===== config.mk =====
export PLATFORM = sky130hd
export DESIGN_NAME = tcb_decoder_demux
export DESIGN_NICKNAME = d
export VERILOG_FILES = /design/src/common/tcb_pkg.sv /design/src/common/soc_map_pkg.sv /design/src/logic/tcb_decoder_demux.sv
export SDC_FILE = /design/constraint.sdc
export NUM_CORES = 1
export LEC_CHECK = 0
export BUFFER_PORTS_ARGS = -buffer_cell sky130_fd_sc_hd__buf_4
export CAP_MARGIN = 20
export CORE_AREA = 5 5 64 66
export DETAILED_ROUTE_END_ITERATION = 7
export DIE_AREA = 0 0 69 71
export PLACE_DENSITY = 0.85
export SLEW_MARGIN = 10
export SYNTH_ARGS = -nofsm -noshare
export SYNTH_HDL_FRONTEND = slang
export SYNTH_SLANG_ARGS = --single-unit

===== constraint.sdc =====
create_clock -name clk -period 1.27 [get_ports clk]
set_input_delay 0 -clock clk [delete_from_list [all_inputs] [get_ports clk]]
set_output_delay 0 -clock clk [all_outputs]
set_load 0.02 [all_outputs]

===== src/common/tcb_pkg.sv =====
// bus types for a 32-bit little-endian bus, one request per cycle, no ready and no back-pressure
`default_nettype none

package tcb_pkg;

  ////////////////////////////////////////////////////////////////////////////
  // basic widths
  ////////////////////////////////////////////////////////////////////////////

  // byte address
  typedef logic [31:0] adr_t;
  // data word
  typedef logic [31:0] dat_t;
  // log2 of access size in bytes
  typedef logic [1:0]  siz_t;
  // one enable per byte lane
  typedef logic [3:0]  ben_t;

  // access size encodings, 3 is illegal
  localparam siz_t SIZ_B = 2'd0;
  localparam siz_t SIZ_H = 2'd1;
  localparam siz_t SIZ_W = 2'd2;

  ////////////////////////////////////////////////////////////////////////////
  // request and response
  ////////////////////////////////////////////////////////////////////////////

  // request payload, qualified by the separate vld strobe
  typedef struct packed {
    logic wen;
    adr_t adr;
    siz_t siz;
    dat_t wdt;
  } tcb_req_t;

  // response, one cycle after the request
  typedef struct packed {
    dat_t rdt;
    logic err;
  } tcb_rsp_t;

endpackage : tcb_pkg

`default_nettype wire


===== src/common/soc_map_pkg.sv =====
// address map of the SoC; both regions must be aligned to their own span
`default_nettype none

package soc_map_pkg;

  import tcb_pkg::*;

  // data memory, word address bits
  localparam adr_t        MEM_BASE = 32'h8000_0000;
  localparam int unsigned MEM_ADR  = 10;
  // span in bytes, 4 KiB
  localparam int unsigned MEM_SPAN = 4 << MEM_ADR;

  // GPIO controller
  localparam adr_t        GPIO_BASE = 32'h8000_4000;
  localparam int unsigned GPIO_SPAN = 64;
  localparam int unsigned GW        = 32;

  typedef logic [GW-1:0] gpio_t;

  // register offsets inside the GPIO window
  localparam adr_t GPIO_OUT = 32'h0;
  localparam adr_t GPIO_ENA = 32'h4;
  localparam adr_t GPIO_INP = 32'h8;

  // decoder targets
  typedef enum logic [1:0] {
    TGT_MEM,
    TGT_GPIO,
    TGT_NONE
  } tgt_e;

endpackage : soc_map_pkg

`default_nettype wire


===== src/logic/tcb_decoder_demux.sv =====
// targets must answer exactly one cycle after their strobe; unmapped space gets err with rdt zero
`default_nettype none

module tcb_decoder_demux
  import tcb_pkg::*;
  import soc_map_pkg::*;
(
  input  wire logic     clk,
  input  wire logic     rst_n,
  // manager side
  input  wire logic     vld,
  input  wire tcb_req_t req,
  output tcb_rsp_t      rsp,
  output logic          rsp_vld,
  // target strobes
  output logic          mem_vld,
  output logic          gpio_vld,
  // target responses
  input  wire tcb_rsp_t mem_rsp,
  input  wire tcb_rsp_t gpio_rsp
);

  ////////////////////////////////////////////////////////////////////////////
  // address decode
  ////////////////////////////////////////////////////////////////////////////

  tgt_e tgt;
  // target of the request in flight
  tgt_e sel;

  // regions are span aligned, so a masked compare is enough
  always_comb begin
    if ((req.adr & ~adr_t'(MEM_SPAN - 1)) == MEM_BASE) begin
      tgt = TGT_MEM;
    end else if ((req.adr & ~adr_t'(GPIO_SPAN - 1)) == GPIO_BASE) begin
      tgt = TGT_GPIO;
    end else begin
      tgt = TGT_NONE;
    end
  end

  // strobe goes to the selected target only
  assign mem_vld  = vld && (tgt == TGT_MEM);
  assign gpio_vld = vld && (tgt == TGT_GPIO);

  ////////////////////////////////////////////////////////////////////////////
  // response path
  ////////////////////////////////////////////////////////////////////////////

  // selection and strobe held for one cycle
  always_ff @(posedge clk) begin
    if (!rst_n) begin
      rsp_vld <= 1'b0;
      sel     <= TGT_NONE;
    end else begin
      rsp_vld <= vld;
      if (vld) begin
        sel <= tgt;
      end
    end
  end

  // response mux
  always_comb begin
    case (sel)
      TGT_MEM:  rsp = mem_rsp;
      TGT_GPIO: rsp = gpio_rsp;
      // decoder answers unmapped space itself
      default:  rsp = '{rdt: '0, err: 1'b1};
    endcase
  end

  // the selected target must have answered in the cycle after its strobe
  assert property (@(posedge clk) disable iff (!rst_n)
    rsp_vld |-> !$isunknown(rsp.err));

endmodule : tcb_decoder_demux

`default_nettype wire


**Word-level counts from Yosys, hierarchy flattened**

Index checks and enable logic that the tools add are counted.

- Equal/unequal tests: 4
- Multiplexer cells: 3
- Reductions and logical operators: 4

Operator list:

| operator | number |
|---|---|
| $pmux 33 s2 | 1 |
| $eq 26x26->1 const B | 1 |
| $eq 20x20->1 const B | 1 |
| $eq 2x1->1 const B | 2 |
| $logic_not 2->1 | 2 |
| $mux 2 | 2 |
| $logic_and 1x1->1 | 2 |

- Register bits after elaboration: 3

**Longest topological paths before layout**

- Word-level depth: 5
- Mapped depth: 4
- Depth with buffers taken out: 4

**Worst setup path after synthesis**

OpenSTA, ideal clock, no wires.

- Path type: in2out
- Start: in req[60] (netlist bit)
- End: out mem_vld
- Stages on the path: 2
- Required time: 1.270 ns
- Arrival: 1.251 ns
- Slack: 0.019 ns
- Path buffers: 0
- Cell sequence: or4_4 nor4_1

- Longest elaborated chain between the ends: 5
- Elaborated cells between the ends (all ways): 6

Ends and longest elaborated chain:

| item | line | text |
|---|---|---|
| from (decl) | tcb_decoder_demux.sv:12 | `input wire tcb_req_t req,` |
| $eq 26x26->1 | tcb_decoder_demux.sv:35 | `end else if ((req.adr & ~adr_t'(GPIO_SPAN - 1)) == GPIO_BASE) begin` |
| $mux 2 | tcb_decoder_demux.sv:35 |  |
| $mux 2 (*) | tcb_decoder_demux.sv:33 | `if ((req.adr & ~adr_t'(MEM_SPAN - 1)) == MEM_BASE) begin` |
| $logic_not 2->1 (*) | tcb_decoder_demux.sv:43 | `assign mem_vld = vld && (tgt == TGT_MEM);` |
| $logic_and 1x1->1 (*) | tcb_decoder_demux.sv:43 |  |
| to (decl) | tcb_decoder_demux.sv:16 | `output logic mem_vld,` |

Every way passes the cells marked *; elsewhere a longest branch is shown, timed or not.

==> results.sh <==
export IMPL_status="finished clean"
export IMPL_seq_area_frac_synth_pct=8.743
export IMPL_met2_usage_pct=23.83
export IMPL_r2r_slack_ps=360
export IMPL_area_growth_pct=167.0
export IMPL_final_hold_violation_count=0
export IMPL_antenna_found_initial=0
export IMPL_final_cell_area_um2=1834
export IMPL_grt_pass1_wl_um=5154
export IMPL_synth_top_area_share_pct=46.63
export IMPL_cts_tree="yes"
export IMPL_cts_buffer_depth=2
export IMPL_post_place_ws_ps=-0.7092
export IMPL_n_fill_cell=344
export IMPL_min_period_ps=1218
export IMPL_overflow=0
export IMPL_rows=22
export IMPL_critical_path_cell_chain="buf_12 -> mux2i_2 -> nor2_1 -> buf_4"
export IMPL_critPathTopFamily="flip-flops"
export IMPL_holdWs_ps=7.301
export IMPL_crit_cells=4
export IMPL_via_per_inst=4.368
export IMPL_holdCritStartpoint="vld"
export IMPL_p_total_mw=0.5373
export IMPL_synth_area_um2=686.9
export IMPL_cap_violations=0
export IMPL_r2r_cells=3
export IMPL_synth_fp_nets=232
export IMPL_drtIter0Drc=23
export IMPL_busiest_layer="met2"
export IMPL_synth_warning_count=0
export IMPL_max_freq_ghz=0.8212
export IMPL_initial_utilization_pct=19.50
export IMPL_synth_area_leader_cell="mux2i_1"
export IMPL_syn_inst=96
export IMPL_cts_made_buffers=3
export IMPL_period_share_pct=95.89
export IMPL_ys_types=18
export IMPL_power_density_nw_per_um2=292.9
export IMPL_rsz0062_at_grt="yes"
export IMPL_fp_dieH_um=71
export IMPL_use_met1_pct=12.48
export IMPL_use_met3_pct=5.114
export IMPL_leakagePower_nw=0.8827
export IMPL_ir_worst_vdd_mv=0.2768
export IMPL_hpwl_um=2876
export IMPL_worstMarginPinSlew_ps=348.1
export IMPL_setup_violations=0
export IMPL_slowest_delay_ps=400
export IMPL_critical_path_buf_inv_count=2
export IMPL_htreeDepth=1
export IMPL_hold_depth=2
export IMPL_clk_insertion_delay_late_ps=230
export IMPL_cts_sinks=3
export IMPL_design_die_area_um2=4899
export IMPL_r2r_start="sel[0]$_SDFFE_PN0P_"
export IMPL_grt_usage_pct=12.40
export IMPL_cts_root_buf="clkbuf_4"
export IMPL_drt_pass1_iter_count=4
export IMPL_crit_path_top_delay_cell="dfxtp_4"
export IMPL_nNetsFinal=366
export IMPL_fin_ws_ps=52.22
export IMPL_place_area_um2=1752
export IMPL_first_global_vias=1241
export IMPL_clk_pin_slew_ps=40
export IMPL_required_ps=1270
export IMPL_drive_above_1_share_pct=63.32
export IMPL_startpoint_type="register"
export IMPL_critPathArrivalTime_ps=1220
export IMPL_route_detailed_wl_per_inst_um=12.41
export IMPL_grt_max_degree=35
export IMPL_hold_path_class="input pin to register"
export IMPL_path_class="register to output pin"
export IMPL_yosys_top_cells_area="mux2i_1, nor2_1, dfxtp_1, nor4_1, nor4_4"
export IMPL_maxSlewViolCount=0
export IMPL_endpoint_kind="output pin"
export IMPL_ios=172
export IMPL_finalClockSkew_ps=0
export IMPL_diodes=0
export IMPL_drc_errors=0
export IMPL_synth_seq_cells=3
export IMPL_chipWidth_um=69
export IMPL_routed_wl_um=3437
export IMPL_ant_nets=0
export IMPL_io_buffers=130
export IMPL_max_slew_margin_rel_pct=76.58
export IMPL_core_region_area_um2=3523
export IMPL_gp_congestion=0.7734
export IMPL_num_vias=1210
export IMPL_critPathMaxFanout=9
export IMPL_synth_avg_cell_area_um2=7.155
export IMPL_startpoint="sel[0]$_SDFFE_PN0P_"
==> placed cells by master (no fill, tap or decap) <==
master / n
or4_4: 1
mux2i_2: 2
buf_12: 2
nor4_1: 4
o21a_1: 1
nand2_1: 2
clkbuf_1: 1
nor4_4: 1
nor2b_1: 2
nor2_1: 34
clkbuf_4: 3
a211o_1: 1
dlygate4sd3_1: 1
mux2i_1: 30
nand3_1: 1
dfxtp_4: 1
buf_8: 1
buf_6: 1
nor4b_1: 2
a2111oi_1: 1
dfxtp_1: 2
nand2_2: 1
and2_1: 1
clkbuf_16: 1
o21ai_1: 1
buf_4: 131
==> cell families after synthesis <==
logic type	synth area share (%)
DFF	8.744
and+or+nand+nor	34.97
AOI/OAI and AO/OA	4.554
buffers and inverters	5.100
muxes	46.63
==> metrics by stage <==
stage	utilization (%)	TNS, ps	std cells
after CTS	50.75	0	276
after global routing	52.06	-47.69	277
after detailed placement	49.72	-0.7092	271
after floorplan	-	0	96
final	52.06	0	277
after global placement	49.72	0	271
==> state kept, by name, indices dropped and copies added, names as in the netlist <==
register / count
sel: 2
rsp_vld: 1
==> final cells by class <==
| type | count | area [um^2] | share of cell area [%] |
|---|---|---|---|
| tap | 48 | 60.06 | 3.274 |
| multi-input combinational | 85 | 599.3 | 32.67 |
| timing repair buffer | 137 | 1085 | 59.14 |
| clock buffer | 4 | 26.28 | 1.432 |
| sequential | 3 | 63.81 | 3.479 |
==> cells in the mapped netlist, drive strengths merged <==
cell and count:
a211o 1, a2111oi 1, nor4b 2, nand2 3, nand3 1, clkbuf 4, dfxtp 3, nor4 5
or4 1, buf 4, and2 1, nor2b 2, o21a 1, mux2i 32, o21ai 1, nor2 34
==> metal layers <==
layer | wire [um] | part of all wire, % | vias up
li1 | - | - | 604
met1 | 1291 | 38 | 525
met2 | 1770 | 51 | 79
met3 | 347 | 10 | 2
met4 | 27 | 0.79 | 0
met5 | 0 | 0 | -
==> power breakdown <==
group / internal (mW) / switching, mW / total (mW) / leakage (nW)
clock: 0.118 / 0.0496 / 0.167 / 0.0150
combinational: 0.211 / 0.0643 / 0.275 / 0.842
sequential: 0.0943 / 0.000368 / 0.0947 / 0.0253
==> timing repair <==
| item | CTS | global route |
|---|---|---|
| hold buffers | 1 | 0 |
| endpoints found under the hold margin | 3 | 0 |
| endpoints found under the setup margin | 0 | 19 |
| buffers inserted | 0 | 0 |
| resized for setup | 0 | 6 |
==> path summary, 6_finish.rpt <==
path,end
setup / recovery,rsp[20]
hold / removal,rsp_vld$_SDFF_PN0_
setup reg to reg,sel[0]$_SDFFE_PN0P_
hold reg to reg,sel[1]$_SDFFE_PN1P_
Power figures use the tool's default switching activity.
