`src/common/tcb_pkg.sv`:
```
// bus types for a 32-bit little-endian bus, one request per cycle, no ready and no back-pressure
`default_nettype none

package tcb_pkg;

  ////////////////////////////////////////////////////////////////////////////
  // basic widths
  ////////////////////////////////////////////////////////////////////////////

  // byte address
  typedef logic [31:0] adr_t;
  // data word
  typedef logic [31:0] dat_t;
  // log2 of access size in bytes
  typedef logic [1:0]  siz_t;
  // one enable per byte lane
  typedef logic [3:0]  ben_t;

  // access size encodings, 3 is illegal
  localparam siz_t SIZ_B = 2'd0;
  localparam siz_t SIZ_H = 2'd1;
  localparam siz_t SIZ_W = 2'd2;

  ////////////////////////////////////////////////////////////////////////////
  // request and response
  ////////////////////////////////////////////////////////////////////////////

  // request payload, qualified by the separate vld strobe
  typedef struct packed {
    logic wen;
    adr_t adr;
    siz_t siz;
    dat_t wdt;
  } tcb_req_t;

  // response, one cycle after the request
  typedef struct packed {
    dat_t rdt;
    logic err;
  } tcb_rsp_t;

endpackage : tcb_pkg

`default_nettype wire

```
`src/common/soc_map_pkg.sv`:
```
// address map of the SoC; both regions must be aligned to their own span
`default_nettype none

package soc_map_pkg;

  import tcb_pkg::*;

  // data memory, word address bits
  localparam adr_t        MEM_BASE = 32'h8000_0000;
  localparam int unsigned MEM_ADR  = 10;
  // span in bytes, 4 KiB
  localparam int unsigned MEM_SPAN = 4 << MEM_ADR;

  // GPIO controller
  localparam adr_t        GPIO_BASE = 32'h8000_4000;
  localparam int unsigned GPIO_SPAN = 64;
  localparam int unsigned GW        = 32;

  typedef logic [GW-1:0] gpio_t;

  // register offsets inside the GPIO window
  localparam adr_t GPIO_OUT = 32'h0;
  localparam adr_t GPIO_ENA = 32'h4;
  localparam adr_t GPIO_INP = 32'h8;

  // decoder targets
  typedef enum logic [1:0] {
    TGT_MEM,
    TGT_GPIO,
    TGT_NONE
  } tgt_e;

endpackage : soc_map_pkg

`default_nettype wire

```
`src/gpio/tcb_gpio.sv`:
```
// word access only at OUT, ENA and INP; inputs seen 2 cycles late; writes to INP are dropped
`default_nettype none

module tcb_gpio
  import tcb_pkg::*;
  import soc_map_pkg::*;
(
  input  wire logic     clk,
  input  wire logic     rst_n,
  // bus
  input  wire logic     vld,
  input  wire tcb_req_t req,
  output tcb_rsp_t      rsp,
  // pins
  input  wire gpio_t    gpio_i,
  output gpio_t         gpio_o,
  output gpio_t         gpio_e
);

  adr_t  ofs;
  logic  legal;
  dat_t  rdm;
  // input synchronizer stages
  gpio_t sync_0;
  gpio_t sync_1;

  ////////////////////////////////////////////////////////////////////////////
  // register decode
  ////////////////////////////////////////////////////////////////////////////

  // offset inside the window
  assign ofs = req.adr & adr_t'(GPIO_SPAN - 1);

  assign legal = (req.siz == SIZ_W) &&
                 ((ofs == GPIO_OUT) || (ofs == GPIO_ENA) || (ofs == GPIO_INP));

  // read mux
  always_comb begin
    case (ofs)
      GPIO_OUT: rdm = dat_t'(gpio_o);
      GPIO_ENA: rdm = dat_t'(gpio_e);
      GPIO_INP: rdm = dat_t'(sync_1);
      default:  rdm = '0;
    endcase
  end

  ////////////////////////////////////////////////////////////////////////////
  // pin registers
  ////////////////////////////////////////////////////////////////////////////

  always_ff @(posedge clk) begin
    if (!rst_n) begin
      gpio_o <= '0;
      gpio_e <= '0;
    end else if (vld && req.wen && legal) begin
      if (ofs == GPIO_OUT) begin
        gpio_o <= gpio_t'(req.wdt);
      end
      if (ofs == GPIO_ENA) begin
        gpio_e <= gpio_t'(req.wdt);
      end
    end
  end

  // two flops against metastability
  always_ff @(posedge clk) begin
    sync_0 <= gpio_i;
    sync_1 <= sync_0;
  end

  // response register
  always_ff @(posedge clk) begin
    if (vld) begin
      rsp.err <= !legal;
      rsp.rdt <= (legal && !req.wen) ? rdm : '0;
    end
  end

  // enables drive pads, so never unknown once out of reset
  assert property (@(posedge clk) disable iff (!rst_n) !$isunknown(gpio_e));

endmodule : tcb_gpio

`default_nettype wire

```
`config.mk`:
```
export PLATFORM = sky130hd
export DESIGN_NAME = tcb_gpio
export DESIGN_NICKNAME = d
export VERILOG_FILES = /design/src/common/tcb_pkg.sv /design/src/common/soc_map_pkg.sv /design/src/gpio/tcb_gpio.sv
export SDC_FILE = /design/constraint.sdc
export NUM_CORES = 1
export LEC_CHECK = 0
export BUFFER_PORTS_ARGS = -buffer_cell sky130_fd_sc_hd__buf_4
export CORE_MARGIN = 2
export CORE_UTILIZATION = 45
export DETAILED_ROUTE_END_ITERATION = 8
export GPL_TIMING_DRIVEN = 0
export PLACE_DENSITY_LB_ADDON = 0.08
export SETUP_SLACK_MARGIN = 0.05
export SYNTH_ARGS = -nofsm -noshare
export SYNTH_HDL_FRONTEND = slang
export SYNTH_SLANG_ARGS = --single-unit
```
`constraint.sdc`:
```
create_clock -name clk -period 4.6 [get_ports clk]
set_input_delay 0.92 -clock clk [delete_from_list [all_inputs] [get_ports clk]]
set_output_delay 0.92 -clock clk [all_outputs]
set_load 0.02 [all_outputs]
```
Word level (Yosys, flattened, before mapping)
Index checks and enable logic that the tools add are counted.
{"block": "classes", "n_mux": 1, "reduce_logical": 11, "n_eq_ne": 3}
{"operator": "$pmux 32 s3", "n": 1}
{"operator": "$logic_not 32->1", "n": 1}
{"operator": "$eq 6x3->1 const B", "n": 1}
{"operator": "$eq 6x4->1 const B", "n": 1}
{"operator": "$logic_and 1x1->1", "n": 4}
{"operator": "$reduce_and 2->1", "n": 2}
{"operator": "$eq 2x2->1 const B", "n": 1}
{"operator": "$logic_not 1->1", "n": 2}
{"operator": "$logic_or 1x1->1", "n": 2}
{"block": "word_totals", "elab_cells": 21, "inputBits": 102, "regBits": 161, "out_inout_bits": 97}

Depth between registers and ports, before layout
{"block": "logic_depth", "depth_word": 6, "ltp_mapped": 6, "mapped_depth_nobuf": 3}

Least setup slack after synthesis
OpenSTA, ideal clock, no wires.
{"block": "synth_path", "path_type": "input to register", "start": "in req[39] (netlist name)", "end": "reg rsp[10] (netlist name), data pin", "setup_slack_ns": 2.352, "required_ns": 4.453, "arrival_time_ns": 2.101, "setup_ns": 0.147, "n_path_buf": 1, "path_stages": 4, "path_cell_list": "or4_4 buf_6 or3_1 a21oi_2"}
{"block": "synth_via", "elab_chain_len": 5, "elab_cells_between_ends": 8, "classes_between": "eq/ne: 2; mux: 1; reduce/logical: 5"}
{"item": "start, declared", "line": "tcb_gpio.sv:12", "text": "input wire tcb_req_t req,"}
{"item": "$logic_not 32->1 / $eq 6x3->1 (equally long branches)", "line": "tcb_gpio.sv:35, tcb_gpio.sv:39"}
{"item": "$logic_or 1x1->1 (2 in series)", "line": "tcb_gpio.sv:35", "text": "((ofs == GPIO_OUT) || (ofs == GPIO_ENA) || (ofs == GPIO_INP));"}
{"item": "$logic_and 1x1->1", "line": "tcb_gpio.sv:34", "text": "assign legal = (req.siz == SIZ_W) &&"}
{"item": "$logic_and 1x1->1", "line": "tcb_gpio.sv:75", "text": "rsp.rdt <= (legal && !req.wen) ? rdm : '0;"}
{"item": "end, declared", "line": "tcb_gpio.sv:13", "text": "output tcb_rsp_t rsp,"}
Several ways; a longest one is shown, not always the timed one.
A chain may end at the register's enable or synchronous reset.

Final worst setup path
{"block": "layout_path", "start": "in req[39] (netlist name)", "end": "reg rsp[23] (netlist name), data pin"}
Same word-level chain as after synthesis.

==> run_results.csv <==
group,metric,value,unit
run_status,status,"complete, no violations",
grt,grt_usage,22.3,%
clocking,cts_resized,0,
timing,finalClockSkew,0.00634,ns
worst_setup_path,crit_arrival,2.52,ns
worst_setup_path,r2r_end,"rsp[5]",
timing,fin_crit,2.27,ns
yosys,yosysWarnings,0,
detailed_routing,drt-initial-drc-count,268,
placement,gp_congestion,0.778,
worst_hold_path,hp-class,"reg -> reg",
placement,place_ws,1.86,ns
pwr,power_density,378,mW/mm^2
detailed_routing,dr.pass1.iters,4,
worst_setup_path,cp_top_family,"simple AND/OR/NAND/NOR gates",
worst_setup_path,critPathSlowestCell,"nor4_4",
worst_setup_path,worstSetupPathDepth,5,
clocking,postCtsSetupRepairBufs,0,
detailed_routing,wire_per_inst,17.1,um
timing,worst_pin_slew,0.807,ns
grt,grt_remaining_overflow,0,
yosys,synth_cells,498,
floorplanning,rows,41,
yosys,synth.distinct_cells,20,
worst_setup_path,path_max_fanout,10,
yosys,ys_ff_latch,161,
yosys,synthTopCellsByArea,"dfxtp_1 44%, edfxtp_1 17%, mux2i_1 17%",
finish,synthToLayoutAreaGrowth,35.3,%
yosys,avgSynthCellArea,11.6,um^2
yosys,synth_area,0.00579,mm^2
clocking,clkSinkCount,161,
placement,portBuffers,170,
run,drv_cap,0,
pwr,max-vdd-ir-drop,0.225,mV
finish,fillers,1055,
grt,grt_max_degree,36,
floorplanning,start_util,46.1,%
timing,grt_setup_unrepaired,"false",
worst_setup_path,startpoint,"req[39]",
worst_setup_path,reg2reg_from,"gpio_e[4]",
grt,grt_pass1_wl,23700,um
timing,slew_headroom,46.2,%
clocking,numCtsBuffers,17,
timing,max_freq,0.441,GHz
finish,drive_above_1_share,34.9,%
grt,first_global_vias,4548,
pwr,leakage,3.32,nW
worst_setup_path,endpoint,"rsp[23]",
timing,setup_viol,0,
clocking,cts_tree,"yes",
yosys,synthesis.nets,600,
worst_setup_path,worst_ep_required_time,4.86,ns
timing,timing.final.hold_violations,0,
yosys,ys_seq_area_share,61.4,%
finish,diodes,0,
worst_setup_path,cp_cell_sequence,"buf_4, nor4_4, nand4b_1, buf_1, a21oi_2",
clocking,htreeDepth,4,
floorplanning,coreArea,0.0126,mm^2
finish,fin_nets,789,
clocking,clk_latency,0.42,ns
yosys,yosysTopAreaCell,"dfxtp_1",
worst_setup_path,cp_num_buf_inv,2,
worst_setup_path,reg2reg_slack,3.43,ns
worst_setup_path,cp_slowest_stage_delay,0.51,ns
clocking,clk_path_buf_depth,2,
worst_setup_path,end_kind,"flop",
worst_setup_path,r2r_cells,3,
detailed_routing,antenna_left,0,
floorplanning,die_y,117,um
detailed_routing,dr_total_vias,4320,
timing,fin_crit_sh,49.3,%
yosys,yosys.area.top_type_share,44.3,%
floorplanning,die-area,0.0138,mm^2
clocking,ctsHoldBuffers,0,
floorplanning,die_x,117,um
clocking,clk_pin_slew,0.06,ns
timing,tns,0,ns
timing,finalMaxSlewViolations,0,
worst_setup_path,crit_type,"in -> reg",
worst_setup_path,worst_setup_path_start_kind,"input pin",
grt,grt_antenna_before_repair,0,
floorplanning,io_pins,199,
clocking,clockRootBuffer,"clkbuf_16",
detailed_routing,routed_wirelength,14900,um
timing,worst_slack,2.33,ns
detailed_routing,drc,0,
detailed_routing,avgViaCountPerCell,4.95,
placement,place_hpwl,10500,um
[cell usage after synthesis, drive strengths merged]
master	instances
nand2	97
a21oi	32
clkbuf	21
nand3	34
mux2i	96
nor4	1
nand4b	1
or3	32
edfxtp	33
nor2b	2
and3	1
or4	1
dfxtp	128
buf	17
and4b	1
nor4bb	1
[logic make-up after synthesis]
kind of cell | Yosys count | share of synthesized area [%]
compound gates | 32 | 4.71
buf+inv | 38 | 3.22
flops | 161 | 61.4
mux | 96 | 16.6
simple gates | 171 | 14.1
[per-layer routing]
metal  GRT usage, %  up-vias  routed length, um
met1           28.5     2043               6440
met3           8.17       14               1340
li1               -     2099                  -
met5              0        -                  0
met4           7.45        0                196
met2           35.2      164               6890
[layout make-up]
class                           instances  area, um^2  share of cell area (%)
Clock inverter                          9        83.8                    1.07
Multi-Input combinational cell        299        2050                    26.2
Tap cell                              172         215                    2.75
Sequential cell                       161        3550                    45.4
Timing Repair Buffer                  170        1280                    16.3
Clock buffer                           23         468                    5.98
Buffer                                 38         186                    2.38
[worst register-to-register path: cells and delay by family, from the launching register on]
kind	cells	cell delay, ns
and+or+nand+nor	1	0.38
DFF	1	0.37
AOI/OAI and AO/OA	1	0.16
muxes	1	0.11
[stage by stage]
step           utilization (%)  hold WS (ns)  cells  area [um^2]  power [mW]
4_1_cts                   62.3         0.326    872         7830        2.98
3_3_place_gp              57.9         0.312    840         7280        1.68
2_1_floorplan                -         0.310    498         5790        1.58
6_report                  62.3         0.324    872         7830        2.96
3_5_place_dp              57.9         0.312    840         7280        1.68
5_1_grt                   62.3         0.329    872         7830        3.05
[how the worst min path moves through the flow]
stage	slack [ns]	end	start	cells after the start
finish	0.32	sync_1[6]	sync_0[6]	0
global route	0.33	sync_1[24]	sync_0[24]	0
CTS	0.33	sync_1[18]	sync_0[18]	0
detailed placement	0.31	sync_1[18]	sync_0[18]	0
global placement	0.31	sync_1[15]	sync_0[15]	0
floorplan	0.31	sync_1[0]	sync_0[0]	0
[report_power, final]
group / switching, mW / internal [mW]
combinational: 0.0891 / 0.0716
clock: 0.534 / 0.771
sequential: 0.0109 / 1.48
total: 0.634 / 2.32
[layout by cell type (no fill, tap or decap)]
cell        synthesis  routed
edfxtp_1           33      33
buf_1               3       3
a21oi_1             2       2
a21oi_2            30      30
buf_2               8       8
buf_6               3       3
nand2_1            97      97
mux2i_1            96      96
dfxtp_1           128     128
buf_4               3     173
or3_1              32      32
clkinvlp_4          0       2
and4b_1             1       1
nor2b_1             2       2
clkbuf_1           21      25
bufinv_16           0       1
nor4bb_1            1       1
clkinv_4            0       2
clkbuf_16           0      17
or4_4               1       1
and3_1              1       1
clkbuf_8            0       2
clkinv_2            0       3
nor4_4              1       1
nand3_1            34      34
inv_4               0       1
nand4b_1            1       1
[sequential cells by signal (all words and copies together), names as in the netlist]
register	count
gpio_o	32
sync_1	32
gpio_e	32
sync_0	32
rsp	33
Power figures use the tool's default switching activity.
